<file path="config.mk">
export PLATFORM = sky130hd
export DESIGN_NAME = pipeline_walls
export DESIGN_NICKNAME = d
export VERILOG_FILES = /design/src/verilog/cpu_pkg.sv /design/src/verilog/pipeline_walls.sv
export SDC_FILE = /design/constraint.sdc
export NUM_CORES = 1
export LEC_CHECK = 0
export BUFFER_PORTS_ARGS = -buffer_cell sky130_fd_sc_hd__buf_2
export CORE_AREA = 2 2 214 216
export CTS_BUF_LIST = sky130_fd_sc_hd__clkbuf_2
export DETAILED_ROUTE_END_ITERATION = 8
export DIE_AREA = 0 0 216 218
export PLACE_DENSITY = 0.51
export SLEW_MARGIN = 10
export SYNTH_ARGS = -nofsm -noshare
export SYNTH_HDL_FRONTEND = slang
export SYNTH_SLANG_ARGS = --single-unit
</file>
<file path="constraint.sdc">
create_clock -name clock -period 1.4 [get_ports clock]
set_clock_uncertainty 0.15 [all_clocks]
set_input_delay 0.28 -clock clock [delete_from_list [all_inputs] [get_ports clock]]
set_output_delay 0.28 -clock clock [all_outputs]
set_load 0.05 [all_outputs]
</file>
<file path="src/verilog/cpu_pkg.sv">
`default_nettype none

package cpu_pkg;

	localparam int pc_width = 10;
	localparam int data_width = 32;
	localparam int reg_addr_width = 5;
	localparam int imm_width = 14;
	localparam int dmem_addr_width = 8;

	// Instruction word, msb first.
	//   [31:26] opcode
	//   [25:21] rt, destination or store source
	//   [20:16] ra, first source
	//   [15:11] rb, second source
	//   [13:0]  imm14, shares bits with rb on immediate forms
	typedef enum logic [5:0] {
		op_nop  = 6'd0,
		op_add  = 6'd1,
		op_sub  = 6'd2,
		op_and  = 6'd3,
		op_or   = 6'd4,
		op_xor  = 6'd5,
		op_addi = 6'd6,
		op_lw   = 6'd7,
		op_sw   = 6'd8,
		op_beq  = 6'd9
	} opcode_e;

	typedef struct packed {
		logic [data_width-1:0] instr;
		logic [pc_width-1:0]   pc_next;
	} if_id_t;

	typedef struct packed {
		opcode_e                   opcode;
		logic [data_width-1:0]     ra_data;
		logic [data_width-1:0]     rb_data;
		logic [data_width-1:0]     imm;
		logic [reg_addr_width-1:0] rd;
		logic [pc_width-1:0]       pc_next;
		logic                      do_dm_read;
		logic                      do_dm_write;
		logic                      do_reg_write;
		logic                      is_branch;
	} id_ex_t;

	typedef struct packed {
		logic [data_width-1:0]     result;
		logic                      overflow;
		logic [data_width-1:0]     store_data;
		logic [reg_addr_width-1:0] rd;
		logic                      do_dm_read;
		logic                      do_dm_write;
		logic                      do_reg_write;
	} ex_mem_t;

	typedef struct packed {
		logic                      do_reg_write;
		logic [reg_addr_width-1:0] addr;
		logic [data_width-1:0]     data;
	} mem_wb_t;

endpackage

`default_nettype wire

</file>
<file path="src/verilog/pipeline_walls.sv">
`timescale 1ns/1ps
`default_nettype none

module pipeline_walls (
	input wire clock,
	input wire rst_n,
	input wire stall,
	input wire flush_fetch,
	input wire flush_decode,
	input wire cpu_pkg::if_id_t if_in,
	input wire cpu_pkg::id_ex_t id_in,
	input wire cpu_pkg::ex_mem_t ex_in,
	input wire cpu_pkg::mem_wb_t mem_in,
	output cpu_pkg::if_id_t if_out,
	output cpu_pkg::id_ex_t id_out,
	output cpu_pkg::ex_mem_t ex_out,
	output cpu_pkg::mem_wb_t mem_out
);

	// Fetch wall. A flush wins over a stall.
	always_ff @(posedge clock) begin
		if (!rst_n || flush_fetch) begin
			if_out <= '0;
		end else if (!stall) begin
			if_out <= if_in;
		end
	end

	// Decode wall takes a bubble while fetch is held.
	always_ff @(posedge clock) begin
		if (!rst_n || flush_decode || stall) begin
			id_out <= '0;
		end else begin
			id_out <= id_in;
		end
	end

	always_ff @(posedge clock) begin
		if (!rst_n) begin
			ex_out <= '0;
		end else begin
			ex_out <= ex_in;
		end
	end

	always_ff @(posedge clock) begin
		if (!rst_n) begin
			mem_out <= '0;
		end else begin
			mem_out <= mem_in;
		end
	end

endmodule

`default_nettype wire

</file>
==> results of run 1 <==
[stage by stage]
step	worst slack, ps	hold WS (ps)
after detailed placement	4.917	330.9
after global placement	30.43	319.3
after floorplan	156.7	251.7
[logic make-up after synthesis]
group | share of synthesized area (%)
DFF | 71.22
buffers and inverters | 2.112
muxes | 5.458
and+or+nand+nor | 21.22
==> summary.md, run 1 <==
| Metric | Value |
|---|---|
| Mapped Nets | `906` |
| YS warnings | `0` |
| CTS max path bufs | `3` |
| Post-CTS Hold Fix Bufs | `378` |
| Status | `stopped before the end` |
| Cts bufs inserted | `75` |
| Syn avg cell area | `12.28 um2` |
| CTS sink cnt | `274` |
| Width of the die | `216 um` |
| Seq cells post-synth | `274` |
| Most common cell in the synthesized netlist | `dfxtp_1` |
| Top cells by count, synth | `274 x dfxtp_1, 232 x and2_1, 42 x mux2i_1, 42 x nor2_1, 20 x clkbuf_1` |
| CTS Root Cell | `clkbuf_2` |
| Post CTS Setup Buffer Count | `0` |
| Placed Area | `11300 um2` |
| Resized cells post-CTS | `1017` |
| Die H | `218 um` |
| DP Cell Count | `1765` |
| Number of buffers added on ports | `552` |
| EDFF count, synth | `0` |
| Post-DP HPWL | `19940 um` |
| Async SR Flop Fraction | `0%` |
| Stop stage | `clock tree synthesis (4_1_cts)` |
| Error | `[ERROR RSZ-0060] Max buffer count reached.` |
| Yosys cell types | `10` |
| Synth area leaders | `dfxtp_1 71%, and2_1 19%, mux2i_1 5.5%, nor2_1 2.0%, clkbuf_1 0.97%` |
| Yosys top cell by area | `dfxtp_1` |
| Post-Syn Area | `7702 um2` |
| CTS H-tree depth | `3` |
| Ys flop type | `dfxtp_1` |
| GP Congestion | `0.7626` |
| Num rows | `78` |
| Synth top area share | `71.22%` |
| Post-synthesis sequential area ratio | `71.22%` |
| Syn Inst Count | `627` |
| # IOs | `553` |
| Initial core utilization | `17.16%` |
==> run 2: changes to the inputs <==
CORE_AREA = 2 2 215 217   (was 2 2 214 216)
CTS_BUF_LIST = unset   (was sky130_fd_sc_hd__clkbuf_2)
DIE_AREA = 0 0 217 219   (was 0 0 216 218)
PLACE_DENSITY = unset   (was 0.51)
PLACE_DENSITY_LB_ADDON = 0.15   (was unset)
==> summary.md, run 2 <==
| Metric | Value |
|---|---|
| Syn Inst Count | `627 (unchanged)` |
| Failing checks | `setup timing` |
| GR Overflow Total | `0` |
| Status | `finished, violations left (was stopped before the end)` |
| Layout cell share with drive strength beyond 1 | `59.74%` |
| Max-cap violations | `0` |
| Total Routed Length | `30970 um` |
| Seq cells post-synth | `274 (unchanged)` |
| Synth top area share | `71.22% (unchanged)` |
| Ys flop type | `dfxtp_1 (unchanged)` |
| Final worst setup slack | `-103.1 ps` |
| CTS sink cnt | `274 (unchanged)` |
| Largest net degree at the start of global routing | `91` |
| CP Capture Type | `output port` |
| Power per Cell Area | `1089 nW/um2` |
| Vias in the first global route | `8162` |
| Post-route setup TNS | `-16770 ps` |
| Post-Syn Area | `7702 um2 (unchanged)` |
| Gr usage total | `12.25%` |
| CP Buf/Inv Count | `1` |
| Final net count | `1749` |
| Static leakage | `8.109 nW` |
| Iter 0 DRT Violations | `113` |
| Hold Violations, Final | `0` |
| Fmax | `665.3 MHz` |
| Core area | `45090 um2` |
| Yosys cell types | `10 (unchanged)` |
| Number of buffers added on ports | `552 (unchanged)` |
| Actual slew at the worst max-slew pin | `320.7 ps` |
| Commonest cells after routing, fill and taps aside | `278 x buf_2, 274 x dlygate4sd3_1, 267 x dfxtp_2, 232 x and2_1, 232 x buf_8` |
| Most common cell in the synthesized netlist | `dfxtp_1 (unchanged)` |
| Num rows | `78 (unchanged)` |
| YS warnings | `0 (unchanged)` |
| Worst Path Arrival | `1070 ps` |
| Max reg flops | `121` |
| Final setup viols | `274` |
| Antenna-violating nets left | `0` |
| EDFF count, synth | `0 (unchanged)` |
| Top cells by count, synth | `274 x dfxtp_1, 232 x and2_1, 42 x mux2i_1, 42 x nor2_1, 20 x clkbuf_1 (unchanged)` |
| Post-DP HPWL | `21620 um (was 19940 um)` |
| Die H | `219 um (was 218 um)` |
| Period utilisation layout | `107.4%` |
| Max_slew headroom | `78.62%` |
| Dpl ws | `-11.48 ps (was 4.917 ps)` |
| CTS Root Cell | `clkbuf_16 (was clkbuf_2)` |
| # DRC | `0` |
| Post-synthesis sequential area ratio | `71.22% (unchanged)` |
| Drt first pass iters | `4` |
| # IOs | `553 (unchanged)` |
| GP Congestion | `0.7643 (was 0.7626)` |
| Crit start category | `flop` |
| Initial antenna violation count | `1` |
| Syn-to-layout area delta | `133.6%` |
| Top reg by flops | `id_out` |
| WL per Instance | `14.83 um` |
| CTS max path bufs | `3 (unchanged)` |
| Via density | `3.559` |
| Syn avg cell area | `12.28 um2 (unchanged)` |
| Cts bufs inserted | `31 (was 75)` |
| CTS tree | `yes` |
| Antenna cell count | `0` |
| Worst vdd ir | `976.4 uV` |
| Vias | `7432` |
| Crit path max-delay family | `flip-flops` |
| CP Max Fanout | `1` |
| Die area | `47520 um2` |
| Async SR Flop Fraction | `0% (unchanged)` |
| Width of the die | `217 um (was 216 um)` |
| CTS H-tree depth | `1 (was 3)` |
| RSZ-0062 raised after global routing | `yes` |
| Critical path type | `flop to output port` |
| HP Class | `input pin to flop` |
| Critical path's slowest cell | `dfxtp_4` |
| Mapped Nets | `906 (unchanged)` |
| Clock insertion delay at the later pin of the skew report | `560 ps` |
| Yosys top cell by area | `dfxtp_1 (unchanged)` |
| Crit-path max cell delay | `370 ps` |
| Most common library cell in the layout ignoring fill and taps | `buf_2` |
| Final Slew Violations | `0` |
| CTS clk-pin slew, worst paths | `60 ps` |
| Initial core utilization | `17.08% (was 17.16%)` |
| Worst path required time | `970 ps` |
| Crit-path cells | `buf_8` |
| Min cycle time layout | `1503 ps` |
| First-pass GRT wire length | `44930 um` |
| Synth area leaders | `dfxtp_1 71%, and2_1 19%, mux2i_1 5.5%, nor2_1 2.0%, clkbuf_1 0.97% (unchanged)` |
| Largest regs | `id_out: 121 flops, ex_out: 73 flops, if_out: 42 flops` |
-- run 2: cell counts after synthesis --
Identical to the previous run, type by type.
-- run 2: power breakdown --
| group | switching (mW) | total (mW) | internal, mW |
|---|---|---|---|
| sequential | 0.206 | 8.36 | 8.16 |
| combinational | 1.69 | 3.47 | 1.78 |
| clock | 3.14 | 7.76 | 4.62 |
| total | 5.04 | 19.6 | 14.6 |
-- run 2: worst paths after layout --
check,startpoint,end,slack [ps],cells after the start
setup / recovery,id_out[60]$_SDFF_PP0_,id_out[60],-100,1
hold / removal,flush_decode,id_out[55]$_SDFF_PP0_,80,4
setup reg to reg,if_out[10]$_SDFFE_PP0N_,if_out[10]$_SDFFE_PP0N_,510,3
hold reg to reg,if_out[11]$_SDFFE_PP0N_,if_out[11]$_SDFFE_PP0N_,350,2
-- run 2: layer usage --
layer | routed length [um] | up-vias | track usage (%)
met2 | 16180 | 370 | 23.21
met1 | 10370 | 3386 | 11.60
met4 | 1242 | 2 | 4.840
met5 | 16 | - | 0
li1 | - | 3608 | -
met3 | 3160 | 66 | 5.156
-- run 2: through the flow --
| stage | cell area (um2) | std cells | util, % | power, mW | hold WS, ps |
|---|---|---|---|---|---|
| 3_5_place_dp | 11330 | 1762 | 25.12 | 10.64 | 329.8 |
| 5_1_grt | 17990 | 2088 | 39.90 | 20.39 | 75.93 |
| 6_report | 17990 | 2088 | 39.90 | 19.59 | 80.34 |
| 3_3_place_gp | 11330 | 1762 | 25.12 | 10.65 | 321.4 |
| 2_1_floorplan | 7702 | 627 | - | 9.774 | 251.7 |
| 4_1_cts | 17880 | 2088 | 39.65 | 19.87 | 50.10 |
-- run 2: final cells by class --
cell class	instances	area, um2
clock inverters	11	132.6
repair buffers	845	8388
flip-flops and latches	274	5846
well taps	600	750.7
multi-input cells	318	2054
clock buffers	40	819.5
fillers	4205	27100
-- run 2: kinds of logic (layout without fill, tap and decap cells) --
kind of cell,Yosys count,in the layout,synth area share [%]
multiplexers,42,42,5.458
buffers and inverters,35,896,2.112
flip-flops,274,274,71.22
AND/OR/NAND/NOR,276,276,21.22
-- run 2: repair_timing --
item | in CTS | in global routing
setup endpoints to repair | 274 | 274
hold endpoints to repair | 274 | 0
hold buffers | 274 | 0
resized for setup | 1035 | 30
buffers inserted | 1 | 0
No activity file was read; power rests on OpenSTA's default activity.
==> run 3: changes to the inputs <==
--- a/config.mk
+++ b/config.mk
@@ -7,7 +7,8 @@
 export LEC_CHECK = 0
 export BUFFER_PORTS_ARGS = -buffer_cell sky130_fd_sc_hd__buf_2
-export CORE_AREA = 2 2 215 217
+export CORE_AREA = 2 2 213 215
 export DETAILED_ROUTE_END_ITERATION = 8
-export DIE_AREA = 0 0 217 219
+export DIE_AREA = 0 0 215 217
+export GPL_ROUTABILITY_DRIVEN = 0
 export PLACE_DENSITY_LB_ADDON = 0.15
 export SLEW_MARGIN = 10
--- a/constraint.sdc
+++ b/constraint.sdc
@@ -3,3 +3,3 @@
 set_input_delay 0.28 -clock clock [delete_from_list [all_inputs] [get_ports clock]]
 set_output_delay 0.28 -clock clock [all_outputs]
-set_load 0.05 [all_outputs]
+set_load 0.02 [all_outputs]
==> summary.md, run 3 (synthesized netlist as in run 2, its figures left out) <==
| Metric | Value |
|---|---|
| Syn-to-layout area delta | `122.5% (was 133.6%)` |
| Cts bufs inserted | `34 (was 31)` |
| Dpl ws | `-3.003 ps (was -11.48 ps)` |
| Hold path startpoint | `rst_n (was flush_decode)` |
| Actual slew at the worst max-slew pin | `268.3 ps (was 320.7 ps)` |
| Worst setup path endpoint | `id_out[83] (was id_out[60])` |
| CTS max path bufs | `3 (unchanged)` |
| CTS tree | `yes (unchanged)` |
| Clock insertion delay at the later pin of the skew report | `520 ps (was 560 ps)` |
| Crit-path max cell delay | `350 ps (was 370 ps)` |
| Pint | `14.98 mW (was 14.55 mW)` |
| Min cycle time layout | `1428 ps (was 1503 ps)` |
| Iter 0 DRT Violations | `143 (was 113)` |
| CP Buf/Inv Count | `1 (unchanged)` |
| Final instance area | `17140 um2 (was 17990 um2)` |
| Fmax | `700.3 MHz (was 665.3 MHz)` |
| # IOs | `553 (unchanged)` |
| Layout cell share with drive strength beyond 1 | `59.70% (was 59.74%)` |
| Reg-to-reg endpoint | `if_out[19]$_SDFFE_PP0N_ (was if_out[10]$_SDFFE_PP0N_)` |
| Total Routed Length | `30050 um (was 30970 um)` |
| Max reg flops | `121 (unchanged)` |
| RSZ-0062 raised after global routing | `yes (unchanged)` |
| Top reg by flops | `id_out (unchanged)` |
| Worst path required time | `970 ps (about the same)` |
| Hold Violations, Final | `0 (unchanged)` |
| CTS sink cnt | `274 (unchanged)` |
| # DRC | `0 (unchanged)` |
| Sequential power share | `42.6% (was 42.7%)` |
| Antenna-violating nets left | `0 (unchanged)` |
| Setup crit start | `id_out[83]$_SDFF_PP0_ (was id_out[60]$_SDFF_PP0_)` |
| Width of the die | `215 um (was 217 um)` |
| Worst Path Arrival | `1000 ps (was 1070 ps)` |
| Largest net degree at the start of global routing | `75 (was 91)` |
| Post-DP HPWL | `20060 um (was 21620 um)` |
| Crit start category | `flop (unchanged)` |
| Placed Area | `11220 um2 (was 11330 um2)` |
| Largest regs | `id_out: 121 flops, ex_out: 73 flops, if_out: 42 flops (unchanged)` |
| Final setup viols | `24 (was 274)` |
| Final Slew Violations | `0 (unchanged)` |
| Worst vdd ir | `866.5 uV (was 976.4 uV)` |
| Initial antenna violation count | `0 (was 1)` |
| Core area | `44700 um2 (was 45090 um2)` |
| Drt first pass iters | `4 (unchanged)` |
| Period utilisation layout | `102.0% (was 107.4%)` |
| Die area | `46660 um2 (was 47520 um2)` |
| Initial core utilization | `17.23% (was 17.08%)` |
| CTS clk-pin slew, worst paths | `60 ps (about the same)` |
| CP Max Fanout | `1 (unchanged)` |
| Critical path's slowest cell | `dfxtp_4 (unchanged)` |
| Crit path max-delay family | `flip-flops (unchanged)` |
| Vias in the first global route | `7859 (was 8162)` |
| Commonest cells after routing, fill and taps aside | `278 x buf_2, 274 x dlygate4sd3_1, 274 x buf_6, 273 x dfxtp_2, 232 x and2_1 (was 278 x buf_2, 274 x dlygate4sd3_1, 267 x dfxtp_2, 232 x and2_1, 232 x buf_8)` |
| CTS Root Cell | `clkbuf_16 (unchanged)` |
| CTS H-tree depth | `2 (was 1)` |
| Status | `finished, violations left (unchanged)` |
| Via density | `3.509 (was 3.559)` |
| Power per Cell Area | `1139 nW/um2 (was 1089 nW/um2)` |
| Most common library cell in the layout ignoring fill and taps | `buf_2 (unchanged)` |
| Final worst setup slack | `-28.04 ps (was -103.1 ps)` |
| Max-cap violations | `0 (unchanged)` |
| Net Sw Power | `4.537 mW (was 5.038 mW)` |
| GR Overflow Total | `0 (unchanged)` |
| Critical path type | `flop to output port (unchanged)` |
| Static leakage | `7.858 nW (was 8.109 nW)` |
| First-pass GRT wire length | `44590 um (was 44930 um)` |
| CP Depth | `1 (unchanged)` |
| HP Class | `input pin to flop (unchanged)` |
| Net Sw Frac | `23.25% (was 25.72%)` |
| Gr usage total | `12.34% (was 12.25%)` |
| Reg2reg start | `if_out[19]$_SDFFE_PP0N_ (was if_out[10]$_SDFFE_PP0N_)` |
| CP Capture Type | `output port (unchanged)` |
| Die H | `217 um (was 219 um)` |
| Antenna cell count | `0 (unchanged)` |
| Tot Pwr | `19.51 mW (was 19.59 mW)` |
| Logic gate share of total power | `12.9% (was 17.7%)` |
| Clock share of power | `44.5% (was 39.6%)` |
| Max_slew headroom | `82.11% (was 78.62%)` |
| Worst Reg2Reg Path Length in Cells | `3 (unchanged)` |
| Final net count | `1746 (was 1749)` |
| Num rows | `78 (unchanged)` |
| Reg2reg setup slack | `530 ps (was 510 ps)` |
| WL per Instance | `14.39 um (was 14.83 um)` |
| Crit-path cells | `buf_6 (was buf_8)` |
| Vias | `7331 (was 7432)` |
| Failing checks | `setup timing (unchanged)` |
| Hold Crit Depth | `3 (was 4)` |
| Number of buffers added on ports | `552 (unchanged)` |
==> run 3: metal layers <==
layer	routed length, um	GRT usage, %	up-vias	part of all wire, %
li1	-	-	3607	-
met1	11100	12.71	3348	37
met2	15530	22.45	314	52
met3	2429	4.235	62	8.1
met4	998	5.885	0	3.3
met5	0	0	-	0
==> run 3: area by class of cell <==
class                   instances  area (um2)
multi-input cells             318        2054
repair buffers                839        7405
well taps                     600       750.7
fillers                      4382       27560
clock inverters                 8       102.6
flip-flops and latches        274        5831
clock buffers                  50       992.2
==> run 3: worst reg2reg max path, delay by kind of cell, from the launching register on <==
| kind | cells | cell delay [ps] |
|---|---|---|
| and+or+nand+nor | 1 | 50 |
| DFF | 1 | 320 |
| muxes | 1 | 120 |
| buffers and inverters | 1 | 120 |
==> run 3: worst min path at each step <==
| stage | endpoint | slack, ps |
|---|---|---|
| 3_5_place_dp | if_out[36]$_SDFFE_PP0N_ | 330 |
| 4_1_cts | ex_out[44]$_SDFF_PN0_ | 60 |
| 2_1_floorplan | id_out[0]$_SDFF_PP0_ | 250 |
| 6_report | ex_out[45]$_SDFF_PN0_ | 100 |
| 5_1_grt | id_out[24]$_SDFF_PP0_ | 80 |
| 3_3_place_gp | if_out[24]$_SDFFE_PP0N_ | 320 |
==> run 3: power by group through the flow <==
stage                     Sequential, mW  Combinational [mW]  Clock, mW
final                               8.32                2.52       8.68
after global routing                8.34                2.68       9.39
after CTS                           8.32                2.53       9.03
after detailed placement            8.35                1.56          0
after global placement              8.35                1.56          0
after floorplan                     8.75               0.346          0
==> run 3: per-stage QoR <==
| stage | utilization (%) | hold WS [ps] | TNS, ps | instances |
|---|---|---|---|---|
| finish | 38.34 | 97.55 | -188.2 | 2089 |
| global route | 38.34 | 81.65 | -10990 | 2089 |
| detailed placement | 25.09 | 328.9 | -3.003 | 1754 |
| floorplan | - | 251.7 | 0 | 627 |
| CTS | 38.28 | 57.75 | -9791 | 2086 |
| global placement | 25.09 | 322.9 | 0 | 1754 |
==> run 3: repair_timing <==
| action | CTS | global route |
|---|---|---|
| hold buffers | 274 | 0 |
| setup endpoints to repair | 274 | 274 |
| endpoints found under the hold margin | 274 | 0 |
| buffers inserted | 0 | 3 |
| resized for setup | 822 | 1 |
==> run 4: changes to the inputs <==
CORE_AREA = 2 2 216 218   (was 2 2 213 215)
CTS_BUF_LIST = sky130_fd_sc_hd__clkbuf_16   (was unset)
DIE_AREA = 0 0 218 220   (was 0 0 215 217)
==> summary.md, run 4 (synthesized netlist as in run 2, its figures left out) <==
| Metric | Value |
|---|---|
| Dpl ws | `-4.450 ps (was -3.003 ps)` |
| CTS sink cnt | `274 (unchanged)` |
| Vias in the first global route | `7886 (was 7859)` |
| Initial core utilization | `16.79% (was 17.23%)` |
| Top reg by flops | `id_out (unchanged)` |
| Max-cap violations | `0 (unchanged)` |
| Util after Layout | `37.17% (was 38.34%)` |
| Actual slew at the worst max-slew pin | `270.4 ps (was 268.3 ps)` |
| Initial antenna violation count | `0 (unchanged)` |
| Die area | `47960 um2 (was 46660 um2)` |
| Antenna cell count | `0 (unchanged)` |
| RSZ-0062 raised after global routing | `yes (unchanged)` |
| WHS | `47.25 ps (was 97.55 ps)` |
| Layout Cells excl Fill | `2107 (was 2089)` |
| Crit-path max cell delay | `360 ps (was 350 ps)` |
| Clock insertion delay at the later pin of the skew report | `560 ps (was 520 ps)` |
| Final Slew Violations | `0 (unchanged)` |
| Final net count | `1757 (was 1746)` |
| # DRC | `0 (unchanged)` |
| Cts bufs inserted | `31 (was 34)` |
| Largest net degree at the start of global routing | `72 (was 75)` |
| First-pass GRT wire length | `42240 um (was 44590 um)` |
| Status | `finished, violations left (unchanged)` |
| Critical path type | `flop to output port (unchanged)` |
| Die H | `220 um (was 217 um)` |
| DP Cell Count | `1776 (was 1754)` |
| WL per Instance | `13.73 um (was 14.39 um)` |
| CP Buf/Inv Count | `1 (unchanged)` |
| Fmax | `675.2 MHz (was 700.3 MHz)` |
| CTS Root Cell | `clkbuf_16 (unchanged)` |
| Max reg flops | `121 (unchanged)` |
| Worst path required time | `970 ps (about the same)` |
| Crit start category | `flop (unchanged)` |
| Width of the die | `218 um (was 215 um)` |
| Drt first pass iters | `4 (unchanged)` |
| CTS H-tree depth | `1 (was 2)` |
| Worst vdd ir | `887.6 uV (was 866.5 uV)` |
| Crit-path cells | `buf_6 (unchanged)` |
| Critical path's slowest cell | `dfxtp_2 (was dfxtp_4)` |
| CP Capture Type | `output port (unchanged)` |
| Post-DP HPWL | `20140 um (was 20060 um)` |
| Via density | `3.481 (was 3.509)` |
| Tot Pwr | `18.01 mW (was 19.51 mW)` |
| Worst Path Arrival | `1050 ps (was 1000 ps)` |
| CP Max Fanout | `1 (unchanged)` |
| Largest regs | `id_out: 121 flops, ex_out: 73 flops, if_out: 42 flops (unchanged)` |
| # IOs | `553 (unchanged)` |
| Failing checks | `setup timing (unchanged)` |
| Hold Violations, Final | `0 (unchanged)` |
| Total Routed Length | `28930 um (was 30050 um)` |
| Most common library cell in the layout ignoring fill and taps | `buf_2 (unchanged)` |
| HP Class | `input pin to flop (unchanged)` |
| Num rows | `79 (was 78)` |
| GR Overflow Total | `0 (unchanged)` |
| Vias | `7335 (was 7331)` |
| CTS tree | `yes (unchanged)` |
| Static leakage | `7.859 nW (was 7.858 nW)` |
| Iter 0 DRT Violations | `137 (was 143)` |
| Final setup viols | `274 (was 24)` |
| Final worst setup slack | `-81.09 ps (was -28.04 ps)` |
| Antenna-violating nets left | `0 (unchanged)` |
| Min cycle time layout | `1481 ps (was 1428 ps)` |
| Power per Cell Area | `1056 nW/um2 (was 1139 nW/um2)` |
| Commonest cells after routing, fill and taps aside | `278 x buf_2, 274 x dfxtp_2, 274 x dlygate4sd3_1, 274 x buf_6, 232 x and2_1 (was 278 x buf_2, 274 x dlygate4sd3_1, 274 x buf_6, 273 x dfxtp_2, 232 x and2_1)` |
| Crit path max-delay family | `flip-flops (unchanged)` |
| Syn-to-layout area delta | `121.3% (was 122.5%)` |
| Layout cell share with drive strength beyond 1 | `59.53% (was 59.70%)` |
| CTS clk-pin slew, worst paths | `60 ps (about the same)` |
| Number of buffers added on ports | `552 (unchanged)` |
| Core area | `45860 um2 (was 44700 um2)` |
| Max_slew headroom | `81.97% (was 82.11%)` |
| CTS max path bufs | `3 (unchanged)` |
| # fillers | `4448 (was 4382)` |
| Period utilisation layout | `105.8% (was 102.0%)` |
| Gr usage total | `11.20% (was 12.34%)` |
-- run 4: cell types whose count changed in the layout (fill, tap and decap cells not counted), sizes merged --
| cell | previous run | this run |
|---|---|---|
| buf | 565 | 579 |
| inv | 1 | 8 |
| clkinvlp | 2 | 1 |
| clkbuf | 50 | 31 |
| clkinv | 3 | 15 |
| bufinv | 2 | 0 |
-- run 4: layer usage --
| layer | vias up | wire length, um | GRT usage, % |
|---|---|---|---|
| met2 | 375 | 14260 | 20.17 |
| met1 | 3283 | 10590 | 11.81 |
| met5 | - | 0 | 0 |
| li1 | 3631 | - | - |
| met3 | 46 | 3295 | 4.928 |
| met4 | 0 | 784 | 3.107 |
-- run 4: timing repair --
action	4_1_cts	5_1_grt
setup endpoints to repair	274	274
hold buffers	274	0
gates resized for setup	821	1
setup buffers	1	1
endpoints found under the hold margin	274	0
-- run 4: tightest hold or removal path: stages --
cell	delay (ps)
buf_2	100
nor3b_4	50
buf_4	150
and2_1	150
-- run 4: area by class of cell --
| type | instances | area, um2 | area share, % |
|---|---|---|---|
| repair buffers | 853 | 7522 | 44.12 |
| clock inverters | 24 | 105.1 | 0.6165 |
| flip-flops and latches | 274 | 5828 | 34.19 |
| multi-input cells | 318 | 2057 | 12.07 |
| clock buffers | 31 | 775.7 | 4.550 |
| well taps | 607 | 759.5 | 4.455 |
-- run 4: power by group --
part	internal, mW	switching, mW	leakage (nW)
combinational	1.56	0.981	5.05
clock	3.96	3.18	0.459
sequential	8.16	0.151	2.36
-- run 4: worst paths after layout --
check,depth (start not counted),to,slack (ps),start
hold reg to reg,2,if_out[12]$_SDFFE_PP0N_,350,if_out[12]$_SDFFE_PP0N_
hold / removal,4,id_out[25]$_SDFF_PP0_,50,flush_decode
setup reg to reg,3,if_out[25]$_SDFFE_PP0N_,440,if_out[25]$_SDFFE_PP0N_
setup / recovery,1,ex_out[62],-80,ex_out[62]$_SDFF_PN0_
-- run 4: metrics by stage --
stage | cell area (um2) | TNS (ps)
floorplan | 7702 | 0
global placement | 11350 | 0
detailed placement | 11350 | -4.450
CTS | 17040 | -21440
global route | 17050 | -22130
finish | 17050 | -8540
